### src/rtl/qspi_mem_pkg.sv
package qspi_mem_pkg;

    typedef enum logic [7:0] {
        CMD_WRITE = 8'h02,
        CMD_READ  = 8'h0A
    } mem_cmd_e;

    localparam int LATENCY_CYCLES   = 7;  // spi periods after the address
    localparam int PREAMBLE_EDGES   = 3;
    localparam int NIBBLES_PER_WORD = 8;
    localparam int MEM_WORDS        = 1024;
    localparam int REQ_FIFO_DEPTH   = 2;

    localparam logic [1:0] AXI_OKAY   = 2'b00;
    localparam logic [1:0] AXI_SLVERR = 2'b10;

    typedef logic [22:0] addr_w;
    typedef logic [31:0] data_w;

    typedef struct packed {
        logic  is_write;
        logic  decode_err;
        addr_w addr;
        data_w wdata;
    } mem_req_t;

    typedef struct packed {
        logic  is_write;
        logic  err;
        data_w rdata;
    } mem_rsp_t;

    typedef enum logic [2:0] {
        IDLE, CMD, ADDR, LATENCY, WRITE_DATA, READ_WAIT, TAIL, RESP
    } seq_state_e;

    typedef enum logic [1:0] {
        OFF, PREAMBLE, DATA
    } cap_state_e;

    // row and column address word as it goes out on the wire
    function automatic data_w addr_word(addr_w a);
        return {3'b000, a[22:10], 1'b0, a[9:0], 5'b00000};
    endfunction

endpackage
### src/rtl/qspi_mem_top.sv
`timescale 1ns/100ps

module qspi_mem_top (
    input  logic        clk_i,
    input  logic        nrst_i,

    input  logic [31:0] s_awaddr_i,
    input  logic        s_awvalid_i,
    output logic        s_awready_o,
    input  logic [31:0] s_wdata_i,
    input  logic [3:0]  s_wstrb_i,
    input  logic        s_wvalid_i,
    output logic        s_wready_o,
    output logic [1:0]  s_bresp_o,
    output logic        s_bvalid_o,
    input  logic        s_bready_i,
    input  logic [31:0] s_araddr_i,
    input  logic        s_arvalid_i,
    output logic        s_arready_o,
    output logic [31:0] s_rdata_o,
    output logic [1:0]  s_rresp_o,
    output logic        s_rvalid_o,
    input  logic        s_rready_i,

    output logic        spi_csn_o,
    output logic        spi_clk_o,
    output logic [3:0]  spi_mosi_o,
    input  logic [3:0]  spi_miso_i,
    input  logic        spi_dqs_i
);
    import qspi_mem_pkg::*;

    mem_req_t fe_req;
    logic     fe_req_valid;
    logic     fe_req_ready;
    mem_req_t seq_req;
    logic     seq_req_valid;
    logic     seq_req_ready;
    mem_rsp_t rsp;
    logic     rsp_valid;
    logic     rsp_ready;
    logic     cap_en;
    data_w    rd_data;
    logic     rd_valid;

    axil_req_frontend u_frontend (
        .clk_i       (clk_i),
        .nrst_i      (nrst_i),
        .s_awaddr_i  (s_awaddr_i),
        .s_awvalid_i (s_awvalid_i),
        .s_awready_o (s_awready_o),
        .s_wdata_i   (s_wdata_i),
        .s_wstrb_i   (s_wstrb_i),
        .s_wvalid_i  (s_wvalid_i),
        .s_wready_o  (s_wready_o),
        .s_bresp_o   (s_bresp_o),
        .s_bvalid_o  (s_bvalid_o),
        .s_bready_i  (s_bready_i),
        .s_araddr_i  (s_araddr_i),
        .s_arvalid_i (s_arvalid_i),
        .s_arready_o (s_arready_o),
        .s_rdata_o   (s_rdata_o),
        .s_rresp_o   (s_rresp_o),
        .s_rvalid_o  (s_rvalid_o),
        .s_rready_i  (s_rready_i),
        .req_o       (fe_req),
        .req_valid_o (fe_req_valid),
        .req_ready_i (fe_req_ready),
        .rsp_i       (rsp),
        .rsp_valid_i (rsp_valid),
        .rsp_ready_o (rsp_ready)
    );

    req_fifo #(
        .DEPTH (REQ_FIFO_DEPTH)
    ) u_fifo (
        .clk_i        (clk_i),
        .nrst_i       (nrst_i),
        .push_data_i  (fe_req),
        .push_valid_i (fe_req_valid),
        .push_ready_o (fe_req_ready),
        .pop_data_o   (seq_req),
        .pop_valid_o  (seq_req_valid),
        .pop_ready_i  (seq_req_ready)
    );

    qspi_sequencer u_seq (
        .clk_i       (clk_i),
        .nrst_i      (nrst_i),
        .req_i       (seq_req),
        .req_valid_i (seq_req_valid),
        .req_ready_o (seq_req_ready),
        .rsp_o       (rsp),
        .rsp_valid_o (rsp_valid),
        .rsp_ready_i (rsp_ready),
        .cap_en_o    (cap_en),
        .rd_data_i   (rd_data),
        .rd_valid_i  (rd_valid),
        .spi_csn_o   (spi_csn_o),
        .spi_clk_o   (spi_clk_o),
        .spi_mosi_o  (spi_mosi_o)
    );

    dqs_read_capture u_cap (
        .clk_i      (clk_i),
        .nrst_i     (nrst_i),
        .cap_en_i   (cap_en),
        .spi_dqs_i  (spi_dqs_i),
        .spi_miso_i (spi_miso_i),
        .rd_data_o  (rd_data),
        .rd_valid_o (rd_valid)
    );

endmodule

### src/rtl/dqs_read_capture.sv
`timescale 1ns/100ps

module dqs_read_capture (
    input  logic                clk_i,
    input  logic                nrst_i,
    input  logic                cap_en_i,
    input  logic                spi_dqs_i,
    input  logic [3:0]          spi_miso_i,
    output qspi_mem_pkg::data_w rd_data_o,
    output logic                rd_valid_o
);
    import qspi_mem_pkg::*;

    cap_state_e                          state;
    logic [1:0]                          dqs_sync;
    logic [1:0][3:0]                     miso_sync;
    logic                                dqs_prev;
    logic                                dqs_edge;
    logic                                dqs_rise;
    logic [$clog2(PREAMBLE_EDGES)-1:0]   pre_cnt;
    logic [$clog2(NIBBLES_PER_WORD)-1:0] nib_cnt;

    assign dqs_edge = dqs_sync[1] ^ dqs_prev;
    assign dqs_rise = dqs_edge && dqs_sync[1];

    always_ff @(posedge clk_i or negedge nrst_i) begin
        if (!nrst_i) begin
            dqs_sync   <= '0;
            miso_sync  <= '0;
            dqs_prev   <= 1'b0;
            state      <= OFF;
            pre_cnt    <= '0;
            nib_cnt    <= '0;
            rd_valid_o <= 1'b0;
        end else begin
            dqs_sync   <= {dqs_sync[0], spi_dqs_i};
            miso_sync  <= {miso_sync[0], spi_miso_i};  // same delay as the strobe
            dqs_prev   <= dqs_sync[1];
            rd_valid_o <= 1'b0;
            if (!cap_en_i) begin
                state <= OFF;
            end else begin
                case (state)
                    OFF: begin
                        pre_cnt <= '0;
                        state   <= PREAMBLE;
                    end
                    PREAMBLE: begin
                        if (dqs_rise) begin
                            pre_cnt <= pre_cnt + 1'b1;
                            if (int'(pre_cnt) == PREAMBLE_EDGES - 1) begin
                                nib_cnt <= '0;
                                state   <= DATA;
                            end
                        end
                    end
                    DATA: begin
                        if (dqs_edge) begin  // both edges carry a nibble
                            nib_cnt <= nib_cnt + 1'b1;
                            if (int'(nib_cnt) == NIBBLES_PER_WORD - 1) begin
                                rd_valid_o <= 1'b1;
                                state      <= OFF;
                            end
                        end
                    end
                    default: state <= OFF;
                endcase
            end
        end
    end

    // first nibble ends up in bits 3:0
    always_ff @(posedge clk_i) begin
        if (state == DATA && dqs_edge) rd_data_o <= {miso_sync[1], rd_data_o[31:4]};
    end

endmodule

### src/rtl/qspi_sequencer.sv
`timescale 1ns/100ps

module qspi_sequencer (
    input  logic                   clk_i,
    input  logic                   nrst_i,

    input  qspi_mem_pkg::mem_req_t req_i,
    input  logic                   req_valid_i,
    output logic                   req_ready_o,
    output qspi_mem_pkg::mem_rsp_t rsp_o,
    output logic                   rsp_valid_o,
    input  logic                   rsp_ready_i,

    output logic                   cap_en_o,
    input  qspi_mem_pkg::data_w    rd_data_i,
    input  logic                   rd_valid_i,

    output logic                   spi_csn_o,
    output logic                   spi_clk_o,
    output logic [3:0]             spi_mosi_o
);
    import qspi_mem_pkg::*;

    seq_state_e                        state;
    mem_req_t                          req_q;
    data_w                             rdata_q;
    data_w                             addr_wd;
    mem_cmd_e                          cmd;
    logic [$clog2(NIBBLES_PER_WORD)-1:0] nib_cnt;
    logic [$clog2(LATENCY_CYCLES)-1:0] lat_cnt;
    logic                              clk_run;
    logic                              clk_q;
    logic                              accept;
    logic                              last_nib;

    assign req_ready_o = state == IDLE;
    assign accept      = req_valid_i && req_ready_o;
    assign clk_run     = state inside {CMD, ADDR, LATENCY, WRITE_DATA, READ_WAIT};
    assign spi_clk_o   = clk_run && clk_q;  // high phase, falls on the next edge
    assign spi_csn_o   = state inside {IDLE, RESP};
    assign cap_en_o    = state == READ_WAIT;
    assign rsp_valid_o = state == RESP;
    assign last_nib    = int'(nib_cnt) == NIBBLES_PER_WORD - 1;

    assign cmd     = req_q.is_write ? CMD_WRITE : CMD_READ;
    assign addr_wd = addr_word(req_q.addr);

    always_comb begin
        rsp_o.is_write = req_q.is_write;
        rsp_o.err      = req_q.decode_err;
        rsp_o.rdata    = rdata_q;
    end

    // nibble on the lines follows state and counter, changes at spi clock fall
    always_comb begin
        case (state)
            CMD:        spi_mosi_o = nib_cnt[0] ? cmd[3:0] : cmd[7:4];
            ADDR:       spi_mosi_o = addr_wd[{~nib_cnt, 2'b00} +: 4];  // msb first
            WRITE_DATA: spi_mosi_o = req_q.wdata[{nib_cnt, 2'b00} +: 4];  // lsb first
            default:    spi_mosi_o = 4'h0;
        endcase
    end

    always_ff @(posedge clk_i or negedge nrst_i) begin
        if (!nrst_i) begin
            state   <= IDLE;
            clk_q   <= 1'b0;
            nib_cnt <= '0;
            lat_cnt <= '0;
        end else begin
            clk_q <= clk_run ? !clk_q : 1'b0;
            case (state)
                IDLE: begin
                    if (accept) begin
                        nib_cnt <= '0;
                        state   <= req_i.decode_err ? RESP : CMD;  // no pin activity
                    end
                end
                CMD: begin
                    if (spi_clk_o) begin
                        if (nib_cnt[0]) begin
                            nib_cnt <= '0;
                            state   <= ADDR;
                        end else begin
                            nib_cnt <= nib_cnt + 1'b1;
                        end
                    end
                end
                ADDR: begin
                    if (spi_clk_o) begin
                        nib_cnt <= nib_cnt + 1'b1;  // wraps to zero
                        if (last_nib) begin
                            lat_cnt <= '0;
                            state   <= LATENCY;
                        end
                    end
                end
                LATENCY: begin
                    if (spi_clk_o) begin
                        lat_cnt <= lat_cnt + 1'b1;
                        if (int'(lat_cnt) == LATENCY_CYCLES - 1) begin
                            state <= req_q.is_write ? WRITE_DATA : READ_WAIT;
                        end
                    end
                end
                WRITE_DATA: begin
                    if (spi_clk_o) begin
                        nib_cnt <= nib_cnt + 1'b1;
                        if (last_nib) state <= TAIL;
                    end
                end
                READ_WAIT: begin
                    if (rd_valid_i) state <= RESP;
                end
                TAIL: begin
                    nib_cnt <= nib_cnt + 1'b1;  // one spi period with cs held
                    if (nib_cnt[0]) state <= RESP;
                end
                RESP: begin
                    if (rsp_ready_i) state <= IDLE;
                end
                default: state <= IDLE;
            endcase
        end
    end

    always_ff @(posedge clk_i) begin
        if (accept) begin
            req_q   <= req_i;
            rdata_q <= '0;
        end else if (state == READ_WAIT && rd_valid_i) begin
            rdata_q <= rd_data_i;
        end
    end

endmodule

### src/rtl/req_fifo.sv
`timescale 1ns/100ps

module req_fifo #(
    parameter int DEPTH = qspi_mem_pkg::REQ_FIFO_DEPTH
) (
    input  logic                   clk_i,
    input  logic                   nrst_i,
    input  qspi_mem_pkg::mem_req_t push_data_i,
    input  logic                   push_valid_i,
    output logic                   push_ready_o,
    output qspi_mem_pkg::mem_req_t pop_data_o,
    output logic                   pop_valid_o,
    input  logic                   pop_ready_i
);
    import qspi_mem_pkg::*;

    mem_req_t                   mem_q [DEPTH];
    logic [$clog2(DEPTH)-1:0]   wr_ptr;
    logic [$clog2(DEPTH)-1:0]   rd_ptr;
    logic [$clog2(DEPTH+1)-1:0] count;
    logic                       push;
    logic                       pop;

    assign push_ready_o = int'(count) < DEPTH;
    assign pop_valid_o  = count != '0;
    assign pop_data_o   = mem_q[rd_ptr];
    assign push         = push_valid_i && push_ready_o;
    assign pop          = pop_valid_o && pop_ready_i;

    always_ff @(posedge clk_i or negedge nrst_i) begin
        if (!nrst_i) begin
            wr_ptr <= '0;
            rd_ptr <= '0;
            count  <= '0;
        end else begin
            if (push) wr_ptr <= (int'(wr_ptr) == DEPTH - 1) ? '0 : wr_ptr + 1'b1;
            if (pop) rd_ptr <= (int'(rd_ptr) == DEPTH - 1) ? '0 : rd_ptr + 1'b1;
            if (push && !pop) count <= count + 1'b1;
            else if (pop && !push) count <= count - 1'b1;
        end
    end

    always_ff @(posedge clk_i) begin
        if (push) mem_q[wr_ptr] <= push_data_i;
    end

endmodule

### src/rtl/axil_req_frontend.sv
`timescale 1ns/100ps

module axil_req_frontend (
    input  logic                   clk_i,
    input  logic                   nrst_i,

    input  logic [31:0]            s_awaddr_i,
    input  logic                   s_awvalid_i,
    output logic                   s_awready_o,
    input  logic [31:0]            s_wdata_i,
    input  logic [3:0]             s_wstrb_i,
    input  logic                   s_wvalid_i,
    output logic                   s_wready_o,
    output logic [1:0]             s_bresp_o,
    output logic                   s_bvalid_o,
    input  logic                   s_bready_i,
    input  logic [31:0]            s_araddr_i,
    input  logic                   s_arvalid_i,
    output logic                   s_arready_o,
    output logic [31:0]            s_rdata_o,
    output logic [1:0]             s_rresp_o,
    output logic                   s_rvalid_o,
    input  logic                   s_rready_i,

    output qspi_mem_pkg::mem_req_t req_o,
    output logic                   req_valid_o,
    input  logic                   req_ready_i,
    input  qspi_mem_pkg::mem_rsp_t rsp_i,
    input  logic                   rsp_valid_i,
    output logic                   rsp_ready_o
);
    import qspi_mem_pkg::*;

    logic        wr_pending;
    logic        take_wr;
    logic        take_rd;
    logic        rsp_take;
    logic [31:0] sel_addr;

    assign wr_pending = s_awvalid_i && s_wvalid_i;  // write wins over read
    assign take_wr    = wr_pending && req_ready_i;
    assign take_rd    = !wr_pending && s_arvalid_i && req_ready_i;
    assign sel_addr   = wr_pending ? s_awaddr_i : s_araddr_i;

    assign req_valid_o = wr_pending || s_arvalid_i;
    assign s_awready_o = take_wr;
    assign s_wready_o  = take_wr;
    assign s_arready_o = take_rd;

    always_comb begin
        req_o.is_write   = wr_pending;
        req_o.decode_err = sel_addr[31:2] >= 30'(MEM_WORDS);
        req_o.addr       = sel_addr[24:2];  // byte to word address
        req_o.wdata      = s_wdata_i;  // wstrb not applied, full words only
    end

    // only accept a response when its channel register is free
    assign rsp_ready_o = rsp_i.is_write ? !s_bvalid_o : !s_rvalid_o;
    assign rsp_take    = rsp_valid_i && rsp_ready_o;

    always_ff @(posedge clk_i or negedge nrst_i) begin
        if (!nrst_i) begin
            s_bvalid_o <= 1'b0;
            s_bresp_o  <= AXI_OKAY;
            s_rvalid_o <= 1'b0;
            s_rresp_o  <= AXI_OKAY;
            s_rdata_o  <= '0;
        end else begin
            if (rsp_take && rsp_i.is_write) begin
                s_bvalid_o <= 1'b1;
                s_bresp_o  <= rsp_i.err ? AXI_SLVERR : AXI_OKAY;
            end else if (s_bready_i) begin
                s_bvalid_o <= 1'b0;
            end

            if (rsp_take && !rsp_i.is_write) begin
                s_rvalid_o <= 1'b1;
                s_rresp_o  <= rsp_i.err ? AXI_SLVERR : AXI_OKAY;
                s_rdata_o  <= rsp_i.rdata;
            end else if (s_rready_i) begin
                s_rvalid_o <= 1'b0;
            end
        end
    end

endmodule

### config.mk
export PLATFORM = sky130hd
export DESIGN_NAME = qspi_mem_top
export DESIGN_NICKNAME = d
export VERILOG_FILES = /design/src/rtl/qspi_mem_pkg.sv /design/src/rtl/qspi_mem_top.sv /design/src/rtl/dqs_read_capture.sv /design/src/rtl/qspi_sequencer.sv /design/src/rtl/req_fifo.sv /design/src/rtl/axil_req_frontend.sv
export SDC_FILE = /design/constraint.sdc
export NUM_CORES = 1
export LEC_CHECK = 0
export BUFFER_PORTS_ARGS = -buffer_cell sky130_fd_sc_hd__buf_2
export CORE_MARGIN = 3
export CORE_UTILIZATION = 52
export DETAILED_ROUTE_END_ITERATION = 7
export PLACE_DENSITY = 0.72
export SYNTH_ARGS = -nofsm -noshare
export SYNTH_HDL_FRONTEND = slang
export SYNTH_SLANG_ARGS = --single-unit
### constraint.sdc
create_clock -name clk_i -period 5 [get_ports clk_i]
set_clock_uncertainty 0.1 [all_clocks]
set_input_delay 0.75 -clock clk_i [delete_from_list [all_inputs] [get_ports clk_i]]
set_output_delay 0.75 -clock clk_i [all_outputs]
set_load 0.01 [all_outputs]
# ---- Yosys cells after proc, flatten, opt, wreduce, memory -nomap -nowiden
# Memories as Yosys holds them, arrays and structs flattened.
# Index checks and enable logic that the tools add are counted.
dict set report op_classes {
  addsub 8
  order_cmp 2
  n_eq_ne 33
  n_shift 2
  n_mux 57
  bitwise_logic 2
  n_reduce_logical 42
}
# operator count
set ops {}
lappend ops {{3-bit two-way mux} 23}
lappend ops {{32-bit by 6-bit variable part select with 4-bit output} 2}
lappend ops {{32-bit two-way mux} 1}
lappend ops {{30-bit by 11-bit greater-or-equal comparator with 1-bit output (second input constant)} 1}
lappend ops {{3-bit one-hot mux with 8 select lines} 1}
lappend ops {{2-bit two-way mux} 9}
lappend ops {{2-bit by 1-bit != test with 1-bit output (second input constant)} 8}
lappend ops {{2-bit != test (second input constant)} 8}
lappend ops {{2-bit nonzero test} 8}
lappend ops {{1-bit logical AND} 15}
lappend ops {{1-bit two-way mux} 15}
lappend ops {{3-bit equality test (second input constant)} 4}
lappend ops {{3-bit != test (second input constant)} 4}
lappend ops {{3-bit one-hot mux with 2 select lines} 2}
lappend ops {{3-bit one-hot mux with 4 select lines} 1}
lappend ops {{4-bit one-hot mux with 3 select lines} 1}
lappend ops {{12-bit AND reduction} 1}
lappend ops {{4-bit AND reduction} 3}
lappend ops {{3-bit by 1-bit adder with 3-bit output (second input constant)} 3}
lappend ops {{3-bit by 1-bit equality test with 1-bit output (second input constant)} 3}
lappend ops {{3-bit by 2-bit equality test with 1-bit output (second input constant)} 3}
lappend ops {{4-bit two-way mux} 2}
lappend ops {{1-bit logical NOT} 7}
lappend ops {{2-bit one-hot mux with 3 select lines} 1}
lappend ops {{other kinds (17)} 20}
dict set report word_totals {
  register_bits 192
  mem_bits_rw 114
  inputBits 112
  out_inout_bits 47
  word_cells 173
  mem_count 1
}
# name words width rd rd_ports_with_merged_regs write_ports line
set mem_list {}
lappend mem_list {u_fifo.mem_q 2 57 1 0 1 req_fifo.sv:17} ;# mem_req_t mem_q [DEPTH];

# ---- Depth between registers and ports, before layout
dict set report depth {
  word_depth 7
  ltp_mapped 11
  ltp_nobuf 8
}

# ---- Cells and area by module
# Synthesis repeated with hierarchy kept, for this count alone.
dict set report unflattened {
  hier_cells 779
  hier_area_um2 12231.7
}
# module n_inst cells_per_inst area_each_um2 seq_area_each_um2
set by_module_without_submodules {}
lappend by_module_without_submodules {req_fifo 1 194 4381.7 3523.4}
lappend by_module_without_submodules {qspi_sequencer 1 341 4137.7 2602.5}
lappend by_module_without_submodules {axil_req_frontend 1 164 2049.5 900.9}
lappend by_module_without_submodules {dqs_read_capture 1 80 1662.8 1436.4}

# ---- Worst setup path after synthesis
# Ideal clock, no wire load.
dict set report synth_path {
  path_type {input -> register}
  start {input port s_awvalid_i}
  end {memory u_fifo.mem_q[0][0] (netlist bit), enable pin}
  setup_ns 0.542
  t_arrival_ns 4.978
  required_ns 4.358
  path_slack_ns -0.620
  cell_stages 4
  n_path_buf 0
  cell_sequence {nand2_1 -> inv_1 -> nor2_1 -> nor3_1}
}
# item line
set synth_rtl {}
lappend synth_rtl {{start: declaration} qspi_mem_top.sv:8} ;# input logic s_awvalid_i,
lappend synth_rtl {{end: declaration} req_fifo.sv:17}

# ---- Worst setup path after layout
dict set report layout_path {
  start {register u_seq.nib_cnt[0]}
  end {output port spi_mosi_o[1]}
}
dict set report layout_via {
  elab_chain_len 3
  elab_cells_between_ends 5
  classes_between {shift: 2; mux: 2; bitwise: 1}
}
# item line
set layout_lines {}
lappend layout_lines {{start: declaration} qspi_sequencer.sv:29} ;# logic [$clog2(NIBBLES_PER_WORD)-1:0] nib_cnt;
lappend layout_lines {{start signal: assignment} qspi_sequencer.sv:85} ;# nib_cnt <= nib_cnt + 1'b1;
lappend layout_lines {{start signal: assignment} qspi_sequencer.sv:91} ;# nib_cnt <= nib_cnt + 1'b1;
lappend layout_lines {{start signal: assignment} qspi_sequencer.sv:108} ;# nib_cnt <= nib_cnt + 1'b1;
lappend layout_lines {{3-bit NOT} qspi_sequencer.sv:58} ;# ADDR: spi_mosi_o = addr_wd[{~nib_cnt, 2'b00} +: 4];
lappend layout_lines {{32-bit by 6-bit variable part select with 4-bit output} qspi_sequencer.sv:58}
lappend layout_lines {{4-bit one-hot mux with 3 select lines *} qspi_sequencer.sv:56} ;# case (state)
lappend layout_lines {{end: declaration} qspi_mem_top.sv:27} ;# output logic [3:0] spi_mosi_o,
# Mark *: on every way between the ends. The rest lies on a longest branch, timed or not.

==> qor.yml <==
cells_and_area:
  fillCellCount: 1704
  layout_commonest_cell: "edfxtp_1"
  drive_gt1_share_pct: 35.96
  syn_to_final_growth_pct: 15.30
  regArea_um2: 8464
  nets: 1026
  final_cell_mix: "edfxtp_1 (203), buf_2 (148), mux2_2 (88), nand2_1 (80), dfrtp_1 (68)"
  antenna_cells: 0
  multi_input_area_um2: 3297
  final_cells: 1211
  final_cell_area_um2: 13890
power_and_ir_drop:
  peakVddDrop_v: 0.0003144
  power.density_nw_per_um2: 505.4
  cellLeakagePower_uw: 0.005435
logic_synthesis:
  syn_area_um2: 12050
  synth_warnings: 0
  synth_edf_count: 203
  ys.flop_type: "edfxtp_1"
  netlist_instances: 757
  synth.distinct_cells: 65
  seq_area_frac_synth_pct: 70.26
  ys_ff_latch: 304
  async_reset_ff_share_pct: 22.70
  synth_area_per_cell_um2: 15.91
detailed_routing:
  routedWlPerCell_um: 17.17
  ant_nets: 0
  drc: 0
  viasPerCell: 5.344
  finalWirelength_um: 20790
  dr.first_iter.drc_count: 426
  dr_total_vias: 6471
  first_pass_iters: 4
timing:
  rsz0062_at_grt: "false"
  period_minus_slack_ps: 3655
  worstMarginPinSlew_ps: 1164
  fin_crit_sh_pct: 73.10
  slew_headroom_pct: 22.37
  tns_ps: 0
  maxSlewViolCount: 0
  setup_violations: 0
  finalHoldViolCount: 0
  max_freq_mhz: 273.6
worst_setup_path:
  critical_path_required_ps: 4150
  cp_slowest_cell: "dfrtp_1"
  cp.buffers_inverters: 2
  critPathArrivalTime_ps: 2800
  r2r_cells: 6
  rr_endpoint: "u_seq.state[0]"
  r2r-start: "u_seq.nib_cnt[1]"
  criticalPathCategory: "flip-flop to output pin"
  crit_path_max_fanout: 17
  crit_chain: "buf_4 > mux4_2 > a221oi_1 > o22ai_1 > buf_2"
  start_kind: "flip-flop"
  rrSetupSlack_ps: 2240
  cp-end-kind: "output pin"
  critPathMaxStageDelay_ps: 630
  path_delay_family: "flip-flops"
place:
  port_buffers: 148
  place_inst: 1159
  place_congestion: 0.8350
  dpl.hpwl_um: 13360
  dpl_cell_area_um2: 12970
clock_tree:
  ctsHoldBuffers: 0
  clk_latency_ps: 540
  clkSinkCount: 304
  cts_tree: "built"
  cts_resized: 0
  cts_max_path_buffers: 3
  cts_made_buffers: 28
  cts_root_buf: "clkbuf_16"
  post-cts-setup-buffers: 0
  clkTransAtPathRegs_ps: 60
  cts_max_level: 1
floorplan:
  start_util_pct: 53.04
  ioPinCount: 159
  dieHeight_um: 158.2
  dieWidth_um: 158.2
  rows: 55
  core-area_um2: 22710
  die_area_um2: 25030
global_route:
  antenna_found_initial: 0
  gr-usage-all-layers_pct: 16.87
  grt_overflow: 0
  grt_pass1_wl_um: 33540
  grt_max_degree: 91
  grt_pass1_vias: 6505
run:
  cap_violations: 0
run_status:
  status: "completed"
hold_path:
  hold_class: "primary input to async pin"
cell families after synthesis:
| group | after synthesis | share of synthesized area, % |
|---|---|---|
| AO/OA/AOI/OAI | 86 | 4.685 |
| XOR/XNOR | 5 | 0.3635 |
| adder cells (fa/ha/maj) | 11 | 1.122 |
| buffers and inverters | 54 | 2.576 |
| flip-flops | 304 | 70.26 |
| multiplexers | 142 | 14.86 |
| other | 1 | 0.03113 |
| AND/OR/NAND/NOR | 154 | 6.098 |
flip-flops by register name, indices dropped and copies added, names as in the netlist, 2 cells and up:
signal                cells
u_fifo.mem_q            114
u_seq.lat_cnt             3
u_seq.rsp_o               2
u_seq.rdata_q            32
u_cap.miso_sync           8
u_cap.dqs_sync            2
u_seq.req_q              32
u_seq.addr_wd            23
u_cap.state               2
u_cap.rd_data_o          32
u_seq.state               3
u_cap.pre_cnt             2
u_fifo.count              2
u_seq.nib_cnt             3
u_frontend.s_rdata_o     32
u_cap.nib_cnt             3
cell type report:
class	count	area share, %
Timing Repair Buffer	157	5.820
Clock buffer	39	5.342
Multi-Input combinational cell	400	23.74
Inverter	13	0.3514
Clock inverter	13	1.234
Sequential cell	304	60.95
Tap cell	285	2.568
through the flow:
stage | worst slack (ps) | util [%] | total power, µW | hold slack [ps]
floorplan | 1136 | - | 4594 | 231.2
global placement | 1611 | 57.14 | 4952 | 233.3
detailed placement | 1611 | 57.14 | 4982 | 236.5
CTS | 1220 | 61.16 | 7103 | 153.6
global route | 1065 | 61.16 | 7378 | 191.7
finish | 1345 | 61.16 | 7019 | 147.6
report_power, final:
| part | switching, µW | total (µW) | internal, µW |
|---|---|---|---|
| clock network | 874 | 2120 | 1240 |
| registers | 302 | 3490 | 3190 |
| logic | 741 | 1410 | 670 |
synth_stat cells, types with 6 or more instances:
library cell,count,area [µm²]
ha_1,10,125.1
nand2_1,80,300.3
dfrtp_1,69,1727
edfxtp_1,203,6096
dfxtp_1,32,640.6
nor2_1,16,60.06
buf_2,17,85.08
a21oi_1,39,195.2
buf_6,8,90.09
mux2_2,88,991.0
buf_4,7,52.55
mux4_2,9,202.7
mux2_4,29,435.4
nor4_1,9,56.30
mux2i_1,15,150.1
nor3_1,8,40.04
inv_1,13,48.80
o21ai_0,9,45.04
clkbuf_1,6,22.52
routing by layer:
layer / track usage [%] / up-vias / part of all wire, %
met5: 0 / - / 0
met4: 4.179 / 0 / 2.3
met3: 3.253 / 32 / 4.7
met2: 27.20 / 139 / 48
met1: 23.99 / 3193 / 45
li1: - / 3107 / -
worst max path at each step:
stage	from	to	depth (start not counted)
after global placement	s_awvalid_i	u_fifo.mem_q[1][27]	8
after global routing	u_seq.nib_cnt[0]	spi_mosi_o[1]	5
after floorplan	s_awvalid_i	u_fifo.mem_q[0][0]	4
final	u_seq.nib_cnt[0]	spi_mosi_o[1]	5
after CTS	u_seq.nib_cnt[0]	spi_mosi_o[1]	5
after detailed placement	s_awvalid_i	u_fifo.mem_q[1][27]	8
worst register-to-register path, stage by stage, from the launching register on:
cell and delay [ps]:
dfrtp_1 940, ha_1 290, ha_1 210, a31oi_1 110
a221o_1 410, a2111oi_0 450, a2111oi_1 100
Power figures use the tool's default switching activity.
